===== config.mk =====
export PLATFORM = sky130hd
export DESIGN_NAME = ls_decode
export DESIGN_NICKNAME = d
export VERILOG_FILES = /design/src/lsu_pkg.sv /design/src/ls_decode.sv
export SDC_FILE = /design/constraint.sdc
export NUM_CORES = 1
export LEC_CHECK = 0
export BUFFER_PORTS_ARGS = -buffer_cell sky130_fd_sc_hd__buf_2
export CAP_MARGIN = 0
export CORE_MARGIN = 8
export CORE_UTILIZATION = 31
export DETAILED_ROUTE_END_ITERATION = 12
export GPL_ROUTABILITY_DRIVEN = 1
export PLACE_DENSITY = 0.88
export SETUP_SLACK_MARGIN = 0.15
export SLEW_MARGIN = 20
export SYNTH_ARGS = -nofsm -noshare
export SYNTH_HDL_FRONTEND = slang
export SYNTH_SLANG_ARGS = --single-unit
export TNS_END_PERCENT = 50

===== constraint.sdc =====
create_clock -name vclk -period 2.8
set_clock_uncertainty 0.15 [all_clocks]
set_input_delay 0.56 -clock vclk [all_inputs]
set_output_delay 0.56 -clock vclk [all_outputs]
set_load 0.1 [all_outputs]

===== src/lsu_pkg.sv =====
// shared sizes and encodings; fixed for a 4 KiB data memory of 64-bit words, not meant to vary
`default_nettype none

package lsu_pkg;

    localparam int XLEN      = 64;
    localparam int MEM_WORDS = 512;   // 4 KiB
    localparam int MEM_IDX_W = 9;

    // rv64i major opcodes
    localparam logic [6:0] OP_LOAD  = 7'b0000011;
    localparam logic [6:0] OP_STORE = 7'b0100011;

    // funct3 of the load/store group
    localparam logic [2:0] F3_B  = 3'b000;
    localparam logic [2:0] F3_H  = 3'b001;
    localparam logic [2:0] F3_W  = 3'b010;
    localparam logic [2:0] F3_D  = 3'b011;
    localparam logic [2:0] F3_BU = 3'b100;
    localparam logic [2:0] F3_HU = 3'b101;
    localparam logic [2:0] F3_WU = 3'b110;

    // access size, encoded as log2 of the byte count
    typedef enum logic [1:0] {
        SZ_B = 2'd0,
        SZ_H = 2'd1,
        SZ_W = 2'd2,
        SZ_D = 2'd3
    } acc_size_e;

    // I-type layout, used by loads
    typedef struct packed {
        logic [11:0] imm_11_0;
        logic [4:0]  rs1;
        logic [2:0]  funct3;
        logic [4:0]  rd;
        logic [6:0]  opcode;
    } i_type_t;

    // S-type layout, used by stores
    typedef struct packed {
        logic [6:0] imm_11_5;
        logic [4:0] rs2;
        logic [4:0] rs1;
        logic [2:0] funct3;
        logic [4:0] imm_4_0;
        logic [6:0] opcode;
    } s_type_t;

    // opcode and funct3 sit at the same bits in both views
    typedef union packed {
        i_type_t i_view;
        s_type_t s_view;
    } instr_u;

endpackage

`default_nettype wire


===== src/ls_decode.sv =====
// decodes one rv64i load or store per cycle; illegal is a pulse only while issue is high
`timescale 1ns/1ns
`default_nettype none

module ls_decode (
    input  lsu_pkg::instr_u                  instr,
    input  logic                             issue,
    output logic                             is_load,
    output logic                             is_store,
    output lsu_pkg::acc_size_e               size,
    output logic                             is_unsigned,
    output logic [4:0]                       rd,
    output logic signed [lsu_pkg::XLEN-1:0]  imm,
    output logic                             illegal
);
    import lsu_pkg::*;

    logic [6:0] opcode;
    logic [2:0] funct3;
    logic       op_load;
    logic       op_store;
    logic       f3_load_ok;
    logic       f3_store_ok;
    logic       f3_unsigned;

    assign opcode   = instr.i_view.opcode;
    assign funct3   = instr.i_view.funct3;
    assign op_load  = (opcode == OP_LOAD);
    assign op_store = (opcode == OP_STORE);

    always_comb begin
        f3_load_ok  = 1'b1;
        f3_store_ok = 1'b1;
        f3_unsigned = 1'b0;
        case (funct3)
            F3_B:    size = SZ_B;
            F3_H:    size = SZ_H;
            F3_W:    size = SZ_W;
            F3_D:    size = SZ_D;
            F3_BU, F3_HU, F3_WU: begin
                size        = acc_size_e'(funct3[1:0]);
                f3_unsigned = 1'b1;
                f3_store_ok = 1'b0;   // no unsigned stores
            end
            default: begin
                size        = SZ_D;
                f3_load_ok  = 1'b0;
                f3_store_ok = 1'b0;
            end
        endcase
    end

    assign is_load     = op_load && f3_load_ok;
    assign is_store    = op_store && f3_store_ok;
    assign is_unsigned = op_load && f3_unsigned;
    assign rd          = instr.i_view.rd;
    assign illegal     = issue && !(is_load || is_store);

    // the opcode picks which view carries the immediate
    always_comb begin
        if (op_store) begin
            imm = {{(XLEN-12){instr.s_view.imm_11_5[6]}},
                   instr.s_view.imm_11_5, instr.s_view.imm_4_0};
        end else begin
            imm = {{(XLEN-12){instr.i_view.imm_11_0[11]}}, instr.i_view.imm_11_0};
        end
    end

endmodule

`default_nettype wire


# After elaboration in Yosys (flattened, before gate mapping)
# Index checks and enable logic that the tools add are counted.
[op_classes]
eq_ne = 8
reduce_logical = 10
muxes = 5
[ops]
columns = ["op", "count"]
rows = [
  ["$eq A3 B3 Y1 const B", 3],
  ["$pmux W2 S4", 1],
  ["$eq A7 B2 Y1 const B", 1],
  ["$eq A7 B6 Y1 const B", 1],
  ["$reduce_or A7 Y1", 1],
  ["$eq A3 B2 Y1 const B", 2],
  ["$mux W5", 1],
  ["$logic_and A1 B1 Y1", 4],
  ["$reduce_or A4 Y1", 1],
  ["$eq A3 B1 Y1 const B", 1],
  ["$logic_not A3 Y1", 1],
  ["$mux W1", 3],
  ["$reduce_or A3 Y1", 1],
  ["$logic_not A1 Y1", 1],
  ["$logic_or A1 B1 Y1", 1],
]
[totals]
register_bits = 0

# Longest topological paths before layout
[logic_depth]
ltp_word = 7
mapped_depth = 3
ltp_nobuf = 3

# Worst setup path before layout
# OpenSTA, ideal clock, no wires.
[synth_path]
kind = "in2out"
startpoint = "input instr[6] (netlist name)"
endpoint = "output is_load"
setup_slack_ns = -1.228
arrival_ns = 3.318
required_ns = 2.090
path_stages = 3
path_cell_list = "and4bb_2 nand2_1 a311oi_1"
[synth_between]
elab_chain_cells = 2
[synth_lines]
columns = ["element", "line", "text"]
rows = [
  ["start: declaration", "ls_decode.sv:6", "input lsu_pkg::instr_u instr,"],
  ["$eq A7 B2 Y1", "ls_decode.sv:28", "assign op_load = (opcode == OP_LOAD);"],
  ["$logic_and A1 B1 Y1", "ls_decode.sv:53", "assign is_load = op_load && f3_load_ok;"],
  ["end: declaration", "ls_decode.sv:8", "output logic is_load,"],
]
# Every way passes these cells.

# Final worst setup path
[layout_path]
startpoint = "input instr[6] (netlist name)"
endpoint = "output imm[1] (netlist name)"
[layout_between]
elab_chain_cells = 2
[layout_lines]
columns = ["element", "line", "text"]
rows = [
  ["$eq A7 B6 Y1", "ls_decode.sv:29", "assign op_store = (opcode == OP_STORE);"],
  ["$mux W5", "ls_decode.sv:61", "if (op_store) begin"],
  ["end: declaration", "ls_decode.sv:13", "output logic signed [lsu_pkg::XLEN-1:0] imm,"],
]
# Every way passes these cells.

==> flow_metrics.tcl <==
set metrics [dict create \
    maxSlewViolCount 0 \
    yosys.area.top_type_share_pct 76.80 \
    ant_nets 0 \
    core.rowCount 16 \
    clock_buffers 0 \
    critical_path_class "input pin to output port" \
    core_um2 1942 \
    cp.required_ns 2.09 \
    drc 0 \
    synthAdderAreaFrac_pct 0 \
    period_share_pct 88.32 \
    synth_common_cells "buf_4, mux2_2, nand2_1, clkbuf_1, nor2_1" \
    max-vdd-ir-drop_mv 0.08576 \
    seqCellArea_um2 0 \
    drtPass1Iterations 2 \
    via_per_inst 3.691 \
    synth_cells 83 \
    io_buffers 37 \
    ys_types 12 \
    ctsHoldBuffers 0 \
    final_util_pct 22.74 \
    fp.dieH_um 60.92 \
    max_freq_mhz 404.4 \
    grt_pass1_wl_um 1393 \
    synthMuxAreaShare_pct 9.000 \
    grt_util_all_layers_pct 4.555 \
    syn_to_final_growth_pct -29.40 \
    power_uw 124.3 \
    crit_fanout 6 \
    dieArea_um2 3711 \
    cts_setup_buffers 0 \
    yosysMostFrequentCell "buf_4" \
    power.density_nw_per_um2 281.4 \
    wirelength_um 1128 \
    holdPathStages 0 \
    hold_end "imm[9]" \
    p_leak_nw 0.2143 \
    yosys.area_share.simple_pct 9.600 \
    cap_violations 0 \
    stdcell_area_um2 441.7 \
    syn_avg_cell_area_um2 7.537 \
    met2_usage_pct 9.502 \
    cp-end-kind "output port" \
    use_met1_pct 3.062 \
    fin_nets 89 \
    maxSlewHeadroom_pct 67.07 \
    finalCriticalPeriod_ns 2.473 \
    drive_above_1_share_pct 87.04 \
    status "finished, final reports clean" \
    layoutNonFillerInstCount 81 \
    setup_violations 0 \
    routabilityCongestion 0.7070 \
    yosys-top-cells-area "buf_4, mux2_2, nand3_4" \
    met3_usage_pct 3.814 \
    synth_area_um2 625.6 \
    antenna_cells 0 \
    hpwl_um 1000 \
    synth_warnings 0 \
    seq_area_frac_synth_pct 0 \
    hold_violations 0 \
    yosys.area.top_type "buf_4" \
    antenna_found_initial 0 \
    seq_cells 0 \
    tns_ns 0 \
    synth_top_family_by_area "buffers and inverters" \
    grt_overflow_total 0 \
    vias 299 \
    grt_pass1_vias 298 \
    placed_cell_area_um2 441.7 \
    grt_max_degree 54 \
    worst_pin_slew_ns 0.4973 \
    synth-xor-area-share_pct 0 \
    post-place-cells 81 \
    cts_resized 0 \
    grt-busiest-layer "met2" \
    hold_path.class "input pin to output port" \
    syn-num-nets 116 \
    die_x_um 60.92 \
    rsz0062_at_grt "false" \
    wl_per_cell_um 13.93 \
    worstHoldStart "instr[29]" \
    worst_ep_arrival_time_ns 1.76 \
    startpoint_type "input pin" \
    drtIter0Drc 17 \
    synth-compound-area-share_pct 3.400 \
    ioPinCount 108 \
    start_util_pct 32.22 \
]
[layout by cell type (no fill, tap or decap), drive strengths merged]
| cell type | synthesis | routed |
|---|---|---|
| nand3 | 1 | 1 |
| a311oi | 1 | 1 |
| o21a | 1 | 1 |
| buf | 64 | 37 |
| nor2 | 2 | 2 |
| nor3 | 1 | 1 |
| nor2b | 1 | 1 |
| a21oi | 1 | 1 |
| nand2 | 3 | 3 |
| mux2 | 5 | 5 |
| and4bb | 1 | 1 |
[critical path, cell delays in order]
cell,delay [ns]
buf_2,0.09
and4bb_2,0.32
nand3_4,0.12
mux2_2,0.25
buf_2,0.42
[worst max-delay path by stage]
stage | from | to | slack, ns | cells after the start
floorplan | instr[6] | is_unsigned | -0.14 | 3
global placement | instr[6] | imm[1] | 0.33 | 5
detailed placement | instr[6] | imm[2] | 0.33 | 5
CTS | instr[6] | imm[1] | 0.33 | 5
global route | instr[6] | imm[2] | 0.28 | 5
finish | instr[6] | imm[1] | 0.33 | 5
[logic make-up (layout without fill, tap and decap cells)]
| kind of cell | after synthesis | count (layout) |
|---|---|---|
| AO/OA/AOI/OAI | 3 | 3 |
| AND/OR/NAND/NOR | 9 | 9 |
| multiplexers | 5 | 5 |
| buffers and inverters | 66 | 37 |
[where the power goes]
part	switching, mW	total, mW	internal [mW]
Clock	0	0	0
Combinational	0.0939	0.124	0.0304
Sequential	0	0	0
[per-layer routing]
layer	vias up	part of all wire (%)	wire (um)
met5	-	0	0
met4	0	0	0
met3	0	40	452
met2	42	32	362
met1	118	28	313
li1	139	-	-
[cell type report]
class | instances | area [um^2]
tap | 27 | 33.78
multi-input combinational | 17 | 162.7
timing repair buffer | 37 | 245.2
fill | 207 | 1500
[stage by stage]
stage / worst slack, ns / hold slack, ns
floorplan: -0.1390 / 1.071
global route: 0.2829 / 0.9703
detailed placement: 0.3291 / 0.9707
finish: 0.3269 / 0.9700
CTS: 0.3275 / 0.9707
global placement: 0.3349 / 0.9707
Note: power is estimated with default switching activity, not from simulation.
