### src/lsu_pkg.sv
// shared sizes and encodings; fixed for a 4 KiB data memory of 64-bit words, not meant to vary
`default_nettype none

package lsu_pkg;

    localparam int XLEN      = 64;
    localparam int MEM_WORDS = 512;   // 4 KiB
    localparam int MEM_IDX_W = 9;

    // rv64i major opcodes
    localparam logic [6:0] OP_LOAD  = 7'b0000011;
    localparam logic [6:0] OP_STORE = 7'b0100011;

    // funct3 of the load/store group
    localparam logic [2:0] F3_B  = 3'b000;
    localparam logic [2:0] F3_H  = 3'b001;
    localparam logic [2:0] F3_W  = 3'b010;
    localparam logic [2:0] F3_D  = 3'b011;
    localparam logic [2:0] F3_BU = 3'b100;
    localparam logic [2:0] F3_HU = 3'b101;
    localparam logic [2:0] F3_WU = 3'b110;

    // access size, encoded as log2 of the byte count
    typedef enum logic [1:0] {
        SZ_B = 2'd0,
        SZ_H = 2'd1,
        SZ_W = 2'd2,
        SZ_D = 2'd3
    } acc_size_e;

    // I-type layout, used by loads
    typedef struct packed {
        logic [11:0] imm_11_0;
        logic [4:0]  rs1;
        logic [2:0]  funct3;
        logic [4:0]  rd;
        logic [6:0]  opcode;
    } i_type_t;

    // S-type layout, used by stores
    typedef struct packed {
        logic [6:0] imm_11_5;
        logic [4:0] rs2;
        logic [4:0] rs1;
        logic [2:0] funct3;
        logic [4:0] imm_4_0;
        logic [6:0] opcode;
    } s_type_t;

    // opcode and funct3 sit at the same bits in both views
    typedef union packed {
        i_type_t i_view;
        s_type_t s_view;
    } instr_u;

endpackage

`default_nettype wire

### src/lsu_ifs.sv
// memory and load tag bundles; rdata is the registered read word, valid one cycle after ren
`timescale 1ns/1ns
`default_nettype none

interface mem_if;
    import lsu_pkg::*;

    logic                 wen;
    logic                 ren;
    logic [MEM_IDX_W-1:0] idx;     // word index
    logic [7:0]           wmask;   // one bit per byte lane
    logic [XLEN-1:0]      wdata;   // already lane shifted
    logic [XLEN-1:0]      rdata;

    modport exe (output wen, ren, idx, wmask, wdata);
    modport mem (input wen, ren, idx, wmask, wdata, output rdata);
    modport res (input rdata);

endinterface

interface load_tag_if;
    import lsu_pkg::*;

    logic       valid;         // accepted load this cycle
    acc_size_e  size;
    logic       is_unsigned;
    logic [2:0] offset;        // byte offset in the word
    logic [4:0] rd;

    modport exe (output valid, size, is_unsigned, offset, rd);
    modport res (input valid, size, is_unsigned, offset, rd);

endinterface

`default_nettype wire

### src/ls_result.sv
// load result one cycle after issue; no stall, the caller must take load_data when load_done is high
`timescale 1ns/1ns
`default_nettype none

module ls_result (
    input  logic                      clk,
    input  logic                      rst_n,
    mem_if.res                        bus,
    load_tag_if.res                   tag,
    output logic                      load_done,
    output logic [4:0]                load_rd,
    output logic [lsu_pkg::XLEN-1:0]  load_data
);
    import lsu_pkg::*;

    logic            valid_q;
    acc_size_e       size_q;
    logic            uns_q;
    logic [2:0]      offset_q;
    logic [4:0]      rd_q;
    logic [XLEN-1:0] shifted;

    always_ff @(posedge clk) begin
        if (!rst_n) begin
            valid_q <= 1'b0;
        end else begin
            valid_q <= tag.valid;
        end
    end

    always_ff @(posedge clk) begin
        if (tag.valid) begin
            size_q   <= tag.size;
            uns_q    <= tag.is_unsigned;
            offset_q <= tag.offset;
            rd_q     <= tag.rd;
        end
    end

    assign shifted = bus.rdata >> {offset_q, 3'b000};   // addressed byte to lane 0

    always_comb begin
        case (size_q)
            SZ_B:    load_data = {{(XLEN-8){shifted[7] & ~uns_q}}, shifted[7:0]};
            SZ_H:    load_data = {{(XLEN-16){shifted[15] & ~uns_q}}, shifted[15:0]};
            SZ_W:    load_data = {{(XLEN-32){shifted[31] & ~uns_q}}, shifted[31:0]};
            default: load_data = shifted;   // ld
        endcase
    end

    assign load_done = valid_q;
    assign load_rd   = rd_q;

endmodule

`default_nettype wire

### src/flat_wrapper.sv
// flat-port wrapper written by rule: the top's interface ports become plain ports
module ls_result_flat import lsu_pkg::*;
  (clk, rst_n, load_done, load_rd, load_data, bus_rdata, tag_valid, tag_size, tag_is_unsigned, tag_offset, tag_rd);
  mem_if bus_i ();
  load_tag_if tag_i ();
  input  logic clk;
  input  logic rst_n;
  output logic load_done;
  output logic [4:0] load_rd;
  output logic [lsu_pkg::XLEN-1:0] load_data;
  input wire logic [$bits(bus_i.rdata)-1:0] bus_rdata;
  input wire logic [$bits(tag_i.valid)-1:0] tag_valid;
  input wire logic [$bits(tag_i.size)-1:0] tag_size;
  input wire logic [$bits(tag_i.is_unsigned)-1:0] tag_is_unsigned;
  input wire logic [$bits(tag_i.offset)-1:0] tag_offset;
  input wire logic [$bits(tag_i.rd)-1:0] tag_rd;
  assign bus_i.rdata = bus_rdata;
  assign tag_i.valid = tag_valid;
  assign tag_i.size = tag_size;
  assign tag_i.is_unsigned = tag_is_unsigned;
  assign tag_i.offset = tag_offset;
  assign tag_i.rd = tag_rd;
  ls_result u_core (.clk(clk), .rst_n(rst_n), .bus(bus_i), .tag(tag_i), .load_done(load_done), .load_rd(load_rd), .load_data(load_data));
endmodule
### config.mk
export PLATFORM = sky130hd
export DESIGN_NAME = ls_result_flat
export DESIGN_NICKNAME = d
export VERILOG_FILES = /design/src/lsu_pkg.sv /design/src/lsu_ifs.sv /design/src/ls_result.sv /design/src/flat_wrapper.sv
export SDC_FILE = /design/constraint.sdc
export NUM_CORES = 1
export LEC_CHECK = 0
export ABC_AREA = 1
export BUFFER_PORTS_ARGS = -buffer_cell sky130_fd_sc_hd__buf_2
export CAP_MARGIN = 40
export CELL_PAD_IN_SITES_DETAIL_PLACEMENT = 0
export CELL_PAD_IN_SITES_GLOBAL_PLACEMENT = 1
export CORE_UTILIZATION = 27
export DETAILED_ROUTE_END_ITERATION = 16
export PLACE_DENSITY = 0.8
export SYNTH_ARGS = -nofsm -noshare
export SYNTH_HDL_FRONTEND = slang
export SYNTH_SLANG_ARGS = --single-unit
### constraint.sdc
create_clock -name clk -period 1.4 [get_ports clk]
set_input_delay 0.14 -clock clk [delete_from_list [all_inputs] [get_ports clk]]
set_output_delay 0.14 -clock clk [all_outputs]
set_load 0.005 [all_outputs]
---- After elaboration in Yosys (flattened, before gate mapping) ----
Cells that the tools add are included.
word-level totals
  register bits ........................... 12
  bits of input ports ..................... 78
  output and inout port bits .............. 70
  logic and storage cells ................. 14
operators by class
  eq/ne operators ......................... 2
  shift operators ......................... 1
  multiplexer cells ....................... 1
  bitwise gates (word level) .............. 4
  reductions and logical operators ........ 1
operators with widths
  operator                                                          number
  64-bit case mux with 3 select lines                               1
  64-bit by 6-bit >> shifter with 64-bit output                     1
  1-bit bitwise AND                                                 3
  2-bit by 1-bit == test with 1-bit output (second input constant)  1
  2-bit == test (second input constant)                             1
  2-bit logical NOT                                                 1
  1-bit NOT                                                         1

---- Depth between registers and ports, before layout ----
  depth in word-level cells ............... 3
  gate-level depth with buffers ........... 11
  depth with buffers taken out ............ 9

---- Worst setup path after synthesis ----
Ideal clock, no wire load.
  kind .................................... register to output
  from .................................... register u_core.offset_q[0]
  to ...................................... output port load_data[29] (netlist bit)
  arrival time ............................ 1.340 ns
  path slack .............................. -0.080 ns
  cell stages (with the launch flop) ...... 12
  path buffers ............................ 2
  path through ............................ edfxtp_1 -> inv_2 -> buf_12 -> nand2_2 -> nand2_1 -> nand3_1 -> nand2_2 -> nand2_2 -> nand2_2 -> nand2_4 -> buf_12 -> nand2_2
between the ends
  cells in the longest elaborated chain, start to end .. 3
  elaborated cells between the ends (all ways) .. 4
ends and longest elaborated chain
  item                                               RTL line                          source
  start: declaration                                 ls_result.sv:19                   logic [2:0] offset_q;
  start signal: assignment                           ls_result.sv:35                   offset_q <= tag.offset;
  64-bit by 6-bit >> shifter with 64-bit output (*)  ls_result.sv:40                   assign shifted = bus.rdata >> {offset_q, 3'b000};
  1-bit bitwise AND (on tied branches)               ls_result.sv:45, ls_result.sv:44
  64-bit case mux with 3 select lines (*)            ls_result.sv:43                   case (size_q)
  end: declaration                                   flat_wrapper.sv:10                output logic [lsu_pkg::XLEN-1:0] load_data;
Mark *: on every way between the ends. The rest lies on a longest branch, timed or not.

---- Final worst setup path ----
  from .................................... register u_core.offset_q[0]
  to ...................................... output port load_data[56] (netlist bit)
between the ends
  cells in the longest elaborated chain, start to end .. 3
  elaborated cells between the ends (all ways) .. 5
ends and longest elaborated chain
  item                                               RTL line
  64-bit by 6-bit >> shifter with 64-bit output (*)  ls_result.sv:40
  1-bit bitwise AND (on tied branches)               ls_result.sv:46, ls_result.sv:44, ls_result.sv:45
  64-bit case mux with 3 select lines (*)            ls_result.sv:43
Marks and branches as above.

==> results.ini <==
[run]
cap_violations = 0

[placed_design]
dp_cells = 794
postPlaceCellArea_um2 = 4040
finalWeightedCongestion = 0.871
io_buffers = 147
hpwl_um = 9280

[sta]
drv_slew = 0
clock.fmax_mhz = 492
holdWs_ps = 72.7
worstMarginPinSlew_ps = 292
setup_viol = 64
period_share = 1.45
maxSlewHeadroom = 0.803
fin_ws_ps = -634
min_period_ps = 2030
rsz0062_at_grt = true
hold_viol = 0

[grt]
grtUsageMet2 = 0.386
grt_pass1_wl_um = 19200
use_met3 = 0.0271
grt_start_max_net_pins = 62
grt_pass1_vias = 4038
grt_usage = 0.215
busiest_layer = met2
met1_usage = 0.269
grt_antenna_before_repair = 0
grt-ovfl-total = 0

[outcome]
violations = setup timing
status = finished, violations left

[finish]
stdcell_area_um2 = 4180
drive_gt1_frac = 0.430
syn_to_final_growth_pct = 49.9
diodes = 0
finalNonFillerCells = 800
fillerInstances = 1081
fin_nets = 746

[power]
p_per_area_nw_per_um2 = 622
power.total_w = 0.00260
peakVddDrop_v = 0.000546
leakage_nw = 2.30

[synthesis]
syn_nets = 571
synth_top_area_cell = nand2_1
yosysMostFrequentCell = nand2_1
synth_edf_count = 11
synth_top_area_frac = 0.252
async_flop_share = 0
synthesis.area_um2 = 2790
synth_commonest_cells = 187 x nand2_1, 41 x o21ai_0, 37 x nand3_1
synth-main-ff-cell = edfxtp_1
syn_avg_cell_area_um2 = 5.66
synth_seq_cells = 12
synth_area_leaders = nand2_1 25%, edfxtp_1 12%, nand4_1 7.4%, o21ai_0 7.4%, o211ai_1 7.0%
yosysUniqueCellTypes = 28
seq_area_frac_synth = 0.126
yosysWarnings = 0
synth_cells = 493

[hold_path]
hp-class = input port to flip-flop
hp-start = tag_size[1]
whs_path_depth = 1
min_to = u_core.size_q[1]$_DFFE_PP_

[setup_path]
crit_type = flip-flop to output pin
worstPathRequired_ps = 1260
arrival_ps = 1890
worstPathMaxFanout = 22
end_kind = output pin
start_kind = flip-flop

[cts]
h-tree-depth = 1
path_clk_slew_ps = 50
cts_tree = built
cts_hold_buffers = 0
clockBufferDepth = 2
clock_tree.root_cell = clkbuf_8
cts_sinks = 12
cts_made_buffers = 3

[die]
die_h_um = 104
fp.dieW_um = 104
coreArea_um2 = 9910
dieArea_um2 = 10700
row_count = 36
pin_count = 148
initial_utilization = 0.281

[routing]
vias = 4085
drc = 0
drtAntennaViolNets = 0
drt_iter0_drc = 175
firstDrtPassIters = 7
routed_via_density = 5.11
wl_um = 11600
routedWlPerCell_um = 14.5

-- sequential cells by signal, indices dropped and copies added (netlist names) --
name / count
u_core.offset_q: 3
u_core.size_q: 2
u_core.load_rd: 5
u_core.uns_q: 1
u_core.load_done: 1
-- power by group --
| group | switching (W) | total (W) | leakage, nW | internal, W |
|---|---|---|---|---|
| registers | 0.0000183 | 0.000442 | 0.116 | 0.000423 |
| clock network | 0.000119 | 0.000311 | 0.0231 | 0.000193 |
| logic | 0.00102 | 0.00185 | 2.17 | 0.000830 |
| total | 0.00116 | 0.00260 | 2.30 | 0.00145 |
-- layout make-up --
type                            instances  area (um2)  area share
Clock buffer                            3        41.3     0.00988
Clock inverter                          1        3.75    0.000898
Inverter                               17        66.3      0.0159
Multi-Input combinational cell        416        2130       0.511
Sequential cell                        12         350      0.0838
Tap cell                              133         166      0.0398
Timing Repair Buffer                  218        1420       0.339
-- layout by cell type, fill, tap and decap left out --
cell type / count
o21ai_1: 20
o21ai_2: 14
or2_0: 2
nand2_1: 183
nand3_1: 33
or2_4: 5
inv_2: 2
nand2_2: 26
inv_4: 1
or2_2: 3
nor3_4: 1
nand2_4: 1
buf_2: 147
edfxtp_1: 11
inv_1: 14
dfxtp_1: 1
or2_1: 3
buf_4: 57
nor2_1: 19
o31ai_1: 3
clkinv_1: 1
nor2_2: 1
o211ai_1: 26
nand4_1: 33
clkbuf_8: 3
o21ai_0: 18
nand3_2: 11
buf_12: 11
a21oi_2: 1
a21oi_1: 13
buf_6: 3
-- layer usage --
layer / vias up / wire length (um)
li1: 2019 / -
met1: 1878 / 4990
met2: 169 / 5700
met3: 19 / 699
met4: 0 / 240
met5: - / 0
-- what timing repair did --
action | CTS | global route
pin swaps | 0 | 1
resized for setup | 24 | 16
endpoints found under the setup margin | 64 | 64
buffers inserted | 1 | 1
-- stage by stage --
step	setup TNS, ps	setup WS [ps]	util
finish	-34620	-634	0.422
global route	-41560	-725	0.422
CTS	-34160	-609	0.417
detailed placement	-19100	-371	0.408
global placement	-17030	-372	0.408
floorplan	-2140	-70.2	-
-- logic make-up after synthesis --
kind of cell / share of synthesized area
compound gates: 0.202
simple gates: 0.530
flops: 0.126
buf+inv: 0.142
-- worst max-delay path by stage --
stage / startpoint / to / slack [ps]
after CTS: u_core.offset_q[0]$_DFFE_PP_ / load_data[10] / -610
after global routing: u_core.offset_q[0]$_DFFE_PP_ / load_data[51] / -720
final: u_core.offset_q[0]$_DFFE_PP_ / load_data[56] / -630
after global placement: u_core.offset_q[0]$_DFFE_PP_ / load_data[35] / -370
after floorplan: u_core.offset_q[0]$_DFFE_PP_ / load_data[29] / -70
after detailed placement: u_core.offset_q[0]$_DFFE_PP_ / load_data[35] / -370
-- worst max-delay path, cell delays in order, from the launching register on --
cell and delay (ps):
edfxtp_1 430, inv_2 160, buf_4 150, nand3_1 100, a21oi_2 210, nand3_2 140, buf_12 180, nand4_1 150
buf_2 140
(Power assumes the default switching activity.)
