File: config.mk
export PLATFORM = sky130hd
export DESIGN_NAME = ls_execute_flat
export DESIGN_NICKNAME = d
export VERILOG_FILES = /design/src/lsu_pkg.sv /design/src/lsu_ifs.sv /design/src/ls_execute.sv /design/src/flat_wrapper.sv
export SDC_FILE = /design/constraint.sdc
export NUM_CORES = 1
export LEC_CHECK = 0
export BUFFER_PORTS_ARGS = -buffer_cell sky130_fd_sc_hd__buf_2
export CORE_AREA = 2 2 115 117
export DETAILED_ROUTE_END_ITERATION = 7
export DIE_AREA = 0 0 117 119
export PLACE_DENSITY_LB_ADDON = 0.2
export REMOVE_ABC_BUFFERS = 1
export SLEW_MARGIN = 20
export SYNTH_ARGS = -nofsm -noshare
export SYNTH_HDL_FRONTEND = slang
export SYNTH_SLANG_ARGS = --single-unit
File: constraint.sdc
create_clock -name vclk -period 8.1
set_clock_uncertainty 0.15 [all_clocks]
set_input_delay 1.62 -clock vclk [all_inputs]
set_output_delay 1.62 -clock vclk [all_outputs]
set_load 0.02 [all_outputs]
File: src/lsu_pkg.sv
// shared sizes and encodings; fixed for a 4 KiB data memory of 64-bit words, not meant to vary
`default_nettype none

package lsu_pkg;

    localparam int XLEN      = 64;
    localparam int MEM_WORDS = 512;   // 4 KiB
    localparam int MEM_IDX_W = 9;

    // rv64i major opcodes
    localparam logic [6:0] OP_LOAD  = 7'b0000011;
    localparam logic [6:0] OP_STORE = 7'b0100011;

    // funct3 of the load/store group
    localparam logic [2:0] F3_B  = 3'b000;
    localparam logic [2:0] F3_H  = 3'b001;
    localparam logic [2:0] F3_W  = 3'b010;
    localparam logic [2:0] F3_D  = 3'b011;
    localparam logic [2:0] F3_BU = 3'b100;
    localparam logic [2:0] F3_HU = 3'b101;
    localparam logic [2:0] F3_WU = 3'b110;

    // access size, encoded as log2 of the byte count
    typedef enum logic [1:0] {
        SZ_B = 2'd0,
        SZ_H = 2'd1,
        SZ_W = 2'd2,
        SZ_D = 2'd3
    } acc_size_e;

    // I-type layout, used by loads
    typedef struct packed {
        logic [11:0] imm_11_0;
        logic [4:0]  rs1;
        logic [2:0]  funct3;
        logic [4:0]  rd;
        logic [6:0]  opcode;
    } i_type_t;

    // S-type layout, used by stores
    typedef struct packed {
        logic [6:0] imm_11_5;
        logic [4:0] rs2;
        logic [4:0] rs1;
        logic [2:0] funct3;
        logic [4:0] imm_4_0;
        logic [6:0] opcode;
    } s_type_t;

    // opcode and funct3 sit at the same bits in both views
    typedef union packed {
        i_type_t i_view;
        s_type_t s_view;
    } instr_u;

endpackage

`default_nettype wire

File: src/lsu_ifs.sv
// memory and load tag bundles; rdata is the registered read word, valid one cycle after ren
`timescale 1ns/1ns
`default_nettype none

interface mem_if;
    import lsu_pkg::*;

    logic                 wen;
    logic                 ren;
    logic [MEM_IDX_W-1:0] idx;     // word index
    logic [7:0]           wmask;   // one bit per byte lane
    logic [XLEN-1:0]      wdata;   // already lane shifted
    logic [XLEN-1:0]      rdata;

    modport exe (output wen, ren, idx, wmask, wdata);
    modport mem (input wen, ren, idx, wmask, wdata, output rdata);
    modport res (input rdata);

endinterface

interface load_tag_if;
    import lsu_pkg::*;

    logic       valid;         // accepted load this cycle
    acc_size_e  size;
    logic       is_unsigned;
    logic [2:0] offset;        // byte offset in the word
    logic [4:0] rd;

    modport exe (output valid, size, is_unsigned, offset, rd);
    modport res (input valid, size, is_unsigned, offset, rd);

endinterface

`default_nettype wire

File: src/ls_execute.sv
// address, alignment and lane steering; misaligned accesses are flagged and dropped, never split
`timescale 1ns/1ns
`default_nettype none

module ls_execute (
    input  logic                             issue,
    input  logic                             is_load,
    input  logic                             is_store,
    input  lsu_pkg::acc_size_e               size,
    input  logic                             is_unsigned,
    input  logic [4:0]                       rd,
    input  logic signed [lsu_pkg::XLEN-1:0]  imm,
    input  logic [lsu_pkg::XLEN-1:0]         rs1_val,
    input  logic [lsu_pkg::XLEN-1:0]         rs2_val,
    output logic                             misaligned,
    mem_if.exe                               mem,
    load_tag_if.exe                          tag
);
    import lsu_pkg::*;

    logic [XLEN-1:0] addr;
    logic [2:0]      offset;
    logic            aligned;
    logic            access;
    logic            accept;
    logic [7:0]      byte_en;    // unshifted lanes for the size
    logic [XLEN-1:0] keep;
    logic [XLEN-1:0] st_data;

    assign addr   = rs1_val + imm;
    assign offset = addr[2:0];

    always_comb begin
        case (size)
            SZ_B: begin
                aligned = 1'b1;
                byte_en = 8'h01;
            end
            SZ_H: begin
                aligned = (offset[0] == 1'b0);
                byte_en = 8'h03;
            end
            SZ_W: begin
                aligned = (offset[1:0] == 2'b00);
                byte_en = 8'h0f;
            end
            default: begin
                aligned = (offset == 3'b000);
                byte_en = 8'hff;
            end
        endcase
    end

    // expand lane enables to a bit mask to clear the unused bytes of rs2
    always_comb begin
        for (int b = 0; b < 8; b++) begin
            keep[8*b +: 8] = {8{byte_en[b]}};
        end
    end

    assign st_data = rs2_val & keep;

    assign access     = issue && (is_load || is_store);
    assign accept     = access && aligned;
    assign misaligned = access && !aligned;

    // word index wraps with the memory size
    assign mem.idx   = MEM_IDX_W'((addr >> 3) % MEM_WORDS);
    assign mem.wen   = accept && is_store;
    assign mem.ren   = accept && is_load;
    assign mem.wmask = byte_en << offset;
    assign mem.wdata = st_data << {offset, 3'b000};

    assign tag.valid       = accept && is_load;
    assign tag.size        = size;
    assign tag.is_unsigned = is_unsigned;
    assign tag.offset      = offset;
    assign tag.rd          = rd;

endmodule

`default_nettype wire

File: src/flat_wrapper.sv
// flat-port wrapper written by rule: the top's interface ports become plain ports
module ls_execute_flat import lsu_pkg::*;
  (issue, is_load, is_store, size, is_unsigned, rd, imm, rs1_val, rs2_val, misaligned, mem_wen, mem_ren, mem_idx, mem_wmask, mem_wdata, tag_valid, tag_size, tag_is_unsigned, tag_offset, tag_rd);
  mem_if mem_i ();
  load_tag_if tag_i ();
  input  logic issue;
  input  logic is_load;
  input  logic is_store;
  input  lsu_pkg::acc_size_e size;
  input  logic is_unsigned;
  input  logic [4:0] rd;
  input  logic signed [lsu_pkg::XLEN-1:0] imm;
  input  logic [lsu_pkg::XLEN-1:0] rs1_val;
  input  logic [lsu_pkg::XLEN-1:0] rs2_val;
  output logic misaligned;
  output wire logic [$bits(mem_i.wen)-1:0] mem_wen;
  output wire logic [$bits(mem_i.ren)-1:0] mem_ren;
  output wire logic [$bits(mem_i.idx)-1:0] mem_idx;
  output wire logic [$bits(mem_i.wmask)-1:0] mem_wmask;
  output wire logic [$bits(mem_i.wdata)-1:0] mem_wdata;
  output wire logic [$bits(tag_i.valid)-1:0] tag_valid;
  output wire logic [$bits(tag_i.size)-1:0] tag_size;
  output wire logic [$bits(tag_i.is_unsigned)-1:0] tag_is_unsigned;
  output wire logic [$bits(tag_i.offset)-1:0] tag_offset;
  output wire logic [$bits(tag_i.rd)-1:0] tag_rd;
  assign mem_wen = mem_i.wen;
  assign mem_ren = mem_i.ren;
  assign mem_idx = mem_i.idx;
  assign mem_wmask = mem_i.wmask;
  assign mem_wdata = mem_i.wdata;
  assign tag_valid = tag_i.valid;
  assign tag_size = tag_i.size;
  assign tag_is_unsigned = tag_i.is_unsigned;
  assign tag_offset = tag_i.offset;
  assign tag_rd = tag_i.rd;
  ls_execute u_core (.issue(issue), .is_load(is_load), .is_store(is_store), .size(size), .is_unsigned(is_unsigned), .rd(rd), .imm(imm), .rs1_val(rs1_val), .rs2_val(rs2_val), .misaligned(misaligned), .mem(mem_i), .tag(tag_i));
endmodule
# After elaboration in Yosys (flattened, before gate mapping)
# Cells that the tools add are included.
# classes
n_eq_ne	2
magnitude_cmp	0
bitwise_logic	2
shift	2
n_reduce_logical	10
addsub	1
mul	0
div_mod_pow	0
mux	2
# ops
cell	count
$and 64x64->64	1
$shl 64x6->64	1
$pmux 8 s3	1
$add 12x12->12	1
$shl 8x3->8	1
$logic_and 1x1->1	5
$logic_not 2->1	2
$logic_not 3->1	1
$pmux 1 s3	1
$eq 2x1->1 const B	1
$eq 2x2->1 const B	1
$logic_not 1->1	1
$logic_or 1x1->1	1
$not 1->1	1
# word_totals
ramBits	0
out_inout_bits	96
reg_bits	0
latchBits	0
n_memories	0
elab_cells	19
romBits	0
input_bits	203

# Depth between registers and ports, before layout
# logic_depth
word_depth	5
depth_mapped	11
depth_no_buf	9

# Worst setup path after synthesis
# Ideal clock, no wire load.
# synth_timing
path_type	input port to output port
start	input imm[0] (netlist bit)
end	output mem_wdata[45]
t_arrival_ps	3599
n_path_buf	2
setup_slack_ps	2731
stages	8
required_ps	6330
path_cell_list	ha_1 > inv_1 > fa_1 > buf_2 > inv_1 > clkbuf_1 > nand2_1 > o21ai_0
# synth_between
elab_chain_cells	2
# synth_lines
element	line_no	rtl
start: declaration	flat_wrapper.sv:12	input logic signed [lsu_pkg::XLEN-1:0] imm;
$add 12x12->12	ls_execute.sv:30	assign addr = rs1_val + imm;
via tag_offset[1]	flat_wrapper.sv:24	output wire logic [$bits(tag_i.offset)-1:0] tag_offset;
$shl 64x6->64	ls_execute.sv:72	assign mem.wdata = st_data << {offset, 3'b000};
end: declaration	flat_wrapper.sv:20	output wire logic [$bits(mem_i.wdata)-1:0] mem_wdata;
# The timed path passes the listed nets, and every way through them passes these cells.

# Worst setup path after layout
# layout_timing
start	input imm[0] (netlist bit)
end	output mem_wdata[0]
# layout_between
elab_chain_cells	2
# layout_lines
element	line_no
$add 12x12->12	ls_execute.sv:30
$shl 64x6->64	ls_execute.sv:72
# Every way passes these cells.

==> run_results.csv <==
group,metric,value,unit
worst_setup_path,path_class,"primary input to primary output",
clock_tree,post_cts_buffers,0,
timing,max_slew_margin,26.3,%
detailed_routing,antenna_left,0,
power,leakagePower,0.00173,uW
worst_setup_path,cp_common_cell,"buf_2",
finish,regArea,0,um^2
global_route,grt.overflow.total,0,
finish,flops_and_latches,0,
detailed_routing,wl_per_cell,18.6,um
finish,nets,753,
floorplan,initial_core_util,20.2,%
timing,fin_crit,6.06,ns
min_path,worstHoldPathType,"primary input to primary output",
timing,finalSetupViolCount,0,
min_path,hold_path_depth,0,
yosys,ys_top_cells_by_area,"mux2i_1, nor2_1, mux2_2, a21oi_1, o21ai_0",
yosys,seq_area_frac_synth,0,%
timing,finalHoldViolations,0,
worst_setup_path,crit_chain,"buf_2, ha_4, inv_1, fa_2, nand2_2, nor2_1, and2_1, buf_2",
timing,slew_violations,0,
yosys,synth_area_per_cell,6.57,um^2
power,peakVddDrop,39.4,uV
place,globalplace.congestion,0.867,
power,power,464,uW
floorplan,die_w,117,um
detailed_routing,drtIter0Drc,366,
finish,drive_above_1_share,41.2,%
worst_setup_path,endpoint_kind,"primary output",
floorplan,pin_count,299,
global_route,grt_max_degree,87,
place,io_buffer_count,183,
worst_setup_path,cp_max_fo,28,
detailed_routing,drt_pass1_iterations,5,
outcome,outcome,"complete, no violations",
yosys,synthDominantCellAreaShare,9.25,%
global_route,grtUsageTotal,17.3,%
timing,tns,0,ns
floorplan,die_h,119,um
flow_run,drv_cap,0,
global_route,grt_pass1_wl,18700,um
worst_setup_path,cpPeakStageDelay,0.91,ns
finish,fin_cells,715,
floorplan,die_area,13900,um^2
timing,max_freq,0.165,GHz
detailed_routing,vias,3627,
global_route,grt_pass1_vias,3330,
finish,synthToLayoutAreaGrowth,36.4,%
detailed_routing,drcViolationCount,0,
finish,nClkBuffers,0,
timing,tightest_slew,1.10,ns
power,p_per_area,131,nW/um^2
worst_setup_path,slowest_stage,"fa_2",
yosys,netlist_instances,395,
worst_setup_path,startpoint_type,"primary input",
floorplan,rows,42,
place,dp_hpwl,10300,um
worst_setup_path,critPathArrivalTime,4.29,ns
timing,rsz0062_at_grt,"false",
detailed_routing,wl,13300,um
yosys,synthDistinctLibCells,49,
worst_setup_path,required,6.33,ns
clock_tree,cts_resized,0,
yosys,netlist_area,2600,um^2
detailed_routing,via_per_inst,5.07,
timing,final.period_utilization,74.8,%
global_route,antenna_found_initial,3,
place,dp.cells,712,
yosys,yosysTopAreaCell,"mux2i_1",
clock_tree,cts_hold_buffers,0,
floorplan,core,12900,um^2
yosys,yosysWarnings,0,
-- worst max-delay path, delay by kind of cell --
kind | cells | cell delay (ns)
adder cells (fa/ha/maj) | 2 | 1.04
buffers and inverters | 3 | 0.31
AND/OR/NAND/NOR | 3 | 1.31
-- synth_stat cells (12+ instances only) --
master and count:
mux2_2 18, a21oi_1 32, clkbuf_1 15, nor2_1 60, nand2_1 26, buf_2 15
and2_1 12, mux2i_1 24, o21ai_0 29, a22oi_1 16, a22o_1 12, buf_4 13
-- area by class of cell --
class	count	area [um^2]
antenna	3	7.51
multi-input combinational	341	2330
timing repair buffer	188	953
tap	176	220
inverter	7	26.3
fill	1477	9330
-- layout by cell type, fill, tap and decap left out, types with 2 or more instances in the layout --
| cell | n |
|---|---|
| buf_2 | 183 |
| nor2_1 | 60 |
| a21oi_1 | 32 |
| o21ai_0 | 29 |
| nand2_1 | 26 |
| mux2i_1 | 24 |
| mux2_2 | 18 |
| a22oi_1 | 16 |
| and2_1 | 12 |
| a22o_1 | 12 |
| nor2b_1 | 10 |
| ha_1 | 10 |
| nand3_1 | 7 |
| inv_1 | 6 |
| xnor2_1 | 6 |
| a31oi_1 | 6 |
| a32o_1 | 6 |
| a311oi_1 | 6 |
| o21a_1 | 5 |
| buf_4 | 5 |
| and3_1 | 4 |
| nor3b_1 | 4 |
| o221a_2 | 4 |
| o2bb2ai_1 | 4 |
| nand3b_1 | 4 |
| o311ai_0 | 4 |
| diode_2 | 3 |
| xor2_1 | 3 |
| nand4_1 | 3 |
| nor3_1 | 3 |
| a21o_1 | 2 |
| a21oi_2 | 2 |
| nand2b_1 | 2 |
| a211oi_1 | 2 |
| or2_2 | 2 |
| o22ai_1 | 2 |
-- through the flow --
step                hold WS (ns)  setup WS, ns  util (%)  instance area [um^2]
detailed placement          3.09          1.95      27.4                  3530
CTS                         3.09          1.93      27.4                  3530
finish                      3.09          2.04      27.5                  3540
global route                3.09          1.86      27.5                  3540
global placement            3.09          1.99      27.4                  3530
floorplan                   3.09          1.54         -                  2340
-- logic make-up after synthesis --
kind of cell    count (synthesis)  synth area share, %
buf+inv                        54                 10.7
compound gates                138                 37.4
fa+ha+maj                      12                 6.07
simple gates                  139                 25.1
xor+xnor                       10                 3.66
mux                            42                 17.1
-- final timing paths --
kind | slack (ns) | startpoint | to
max | 2.04 | imm[0] | mem_wdata[0]
min | 3.09 | rd[4] | tag_rd[4]
-- layer usage --
layer | part of all wire [%] | GRT usage (%) | vias up
met1 | 40 | 20.3 | 1652
met3 | 12 | 6.21 | 19
li1 | - | - | 1742
met5 | 0 | 0 | -
met4 | 1.6 | 3.16 | 0
met2 | 46 | 30.2 | 214
-- report_power, final --
group | total, uW | switching, uW | internal, uW
Sequential | 0 | 0 | 0
Clock | 0.0000495 | 0 | 0.0000495
Combinational | 464 | 299 | 165
Total | 464 | 299 | 165
Note: power is estimated with default switching activity, not from simulation.
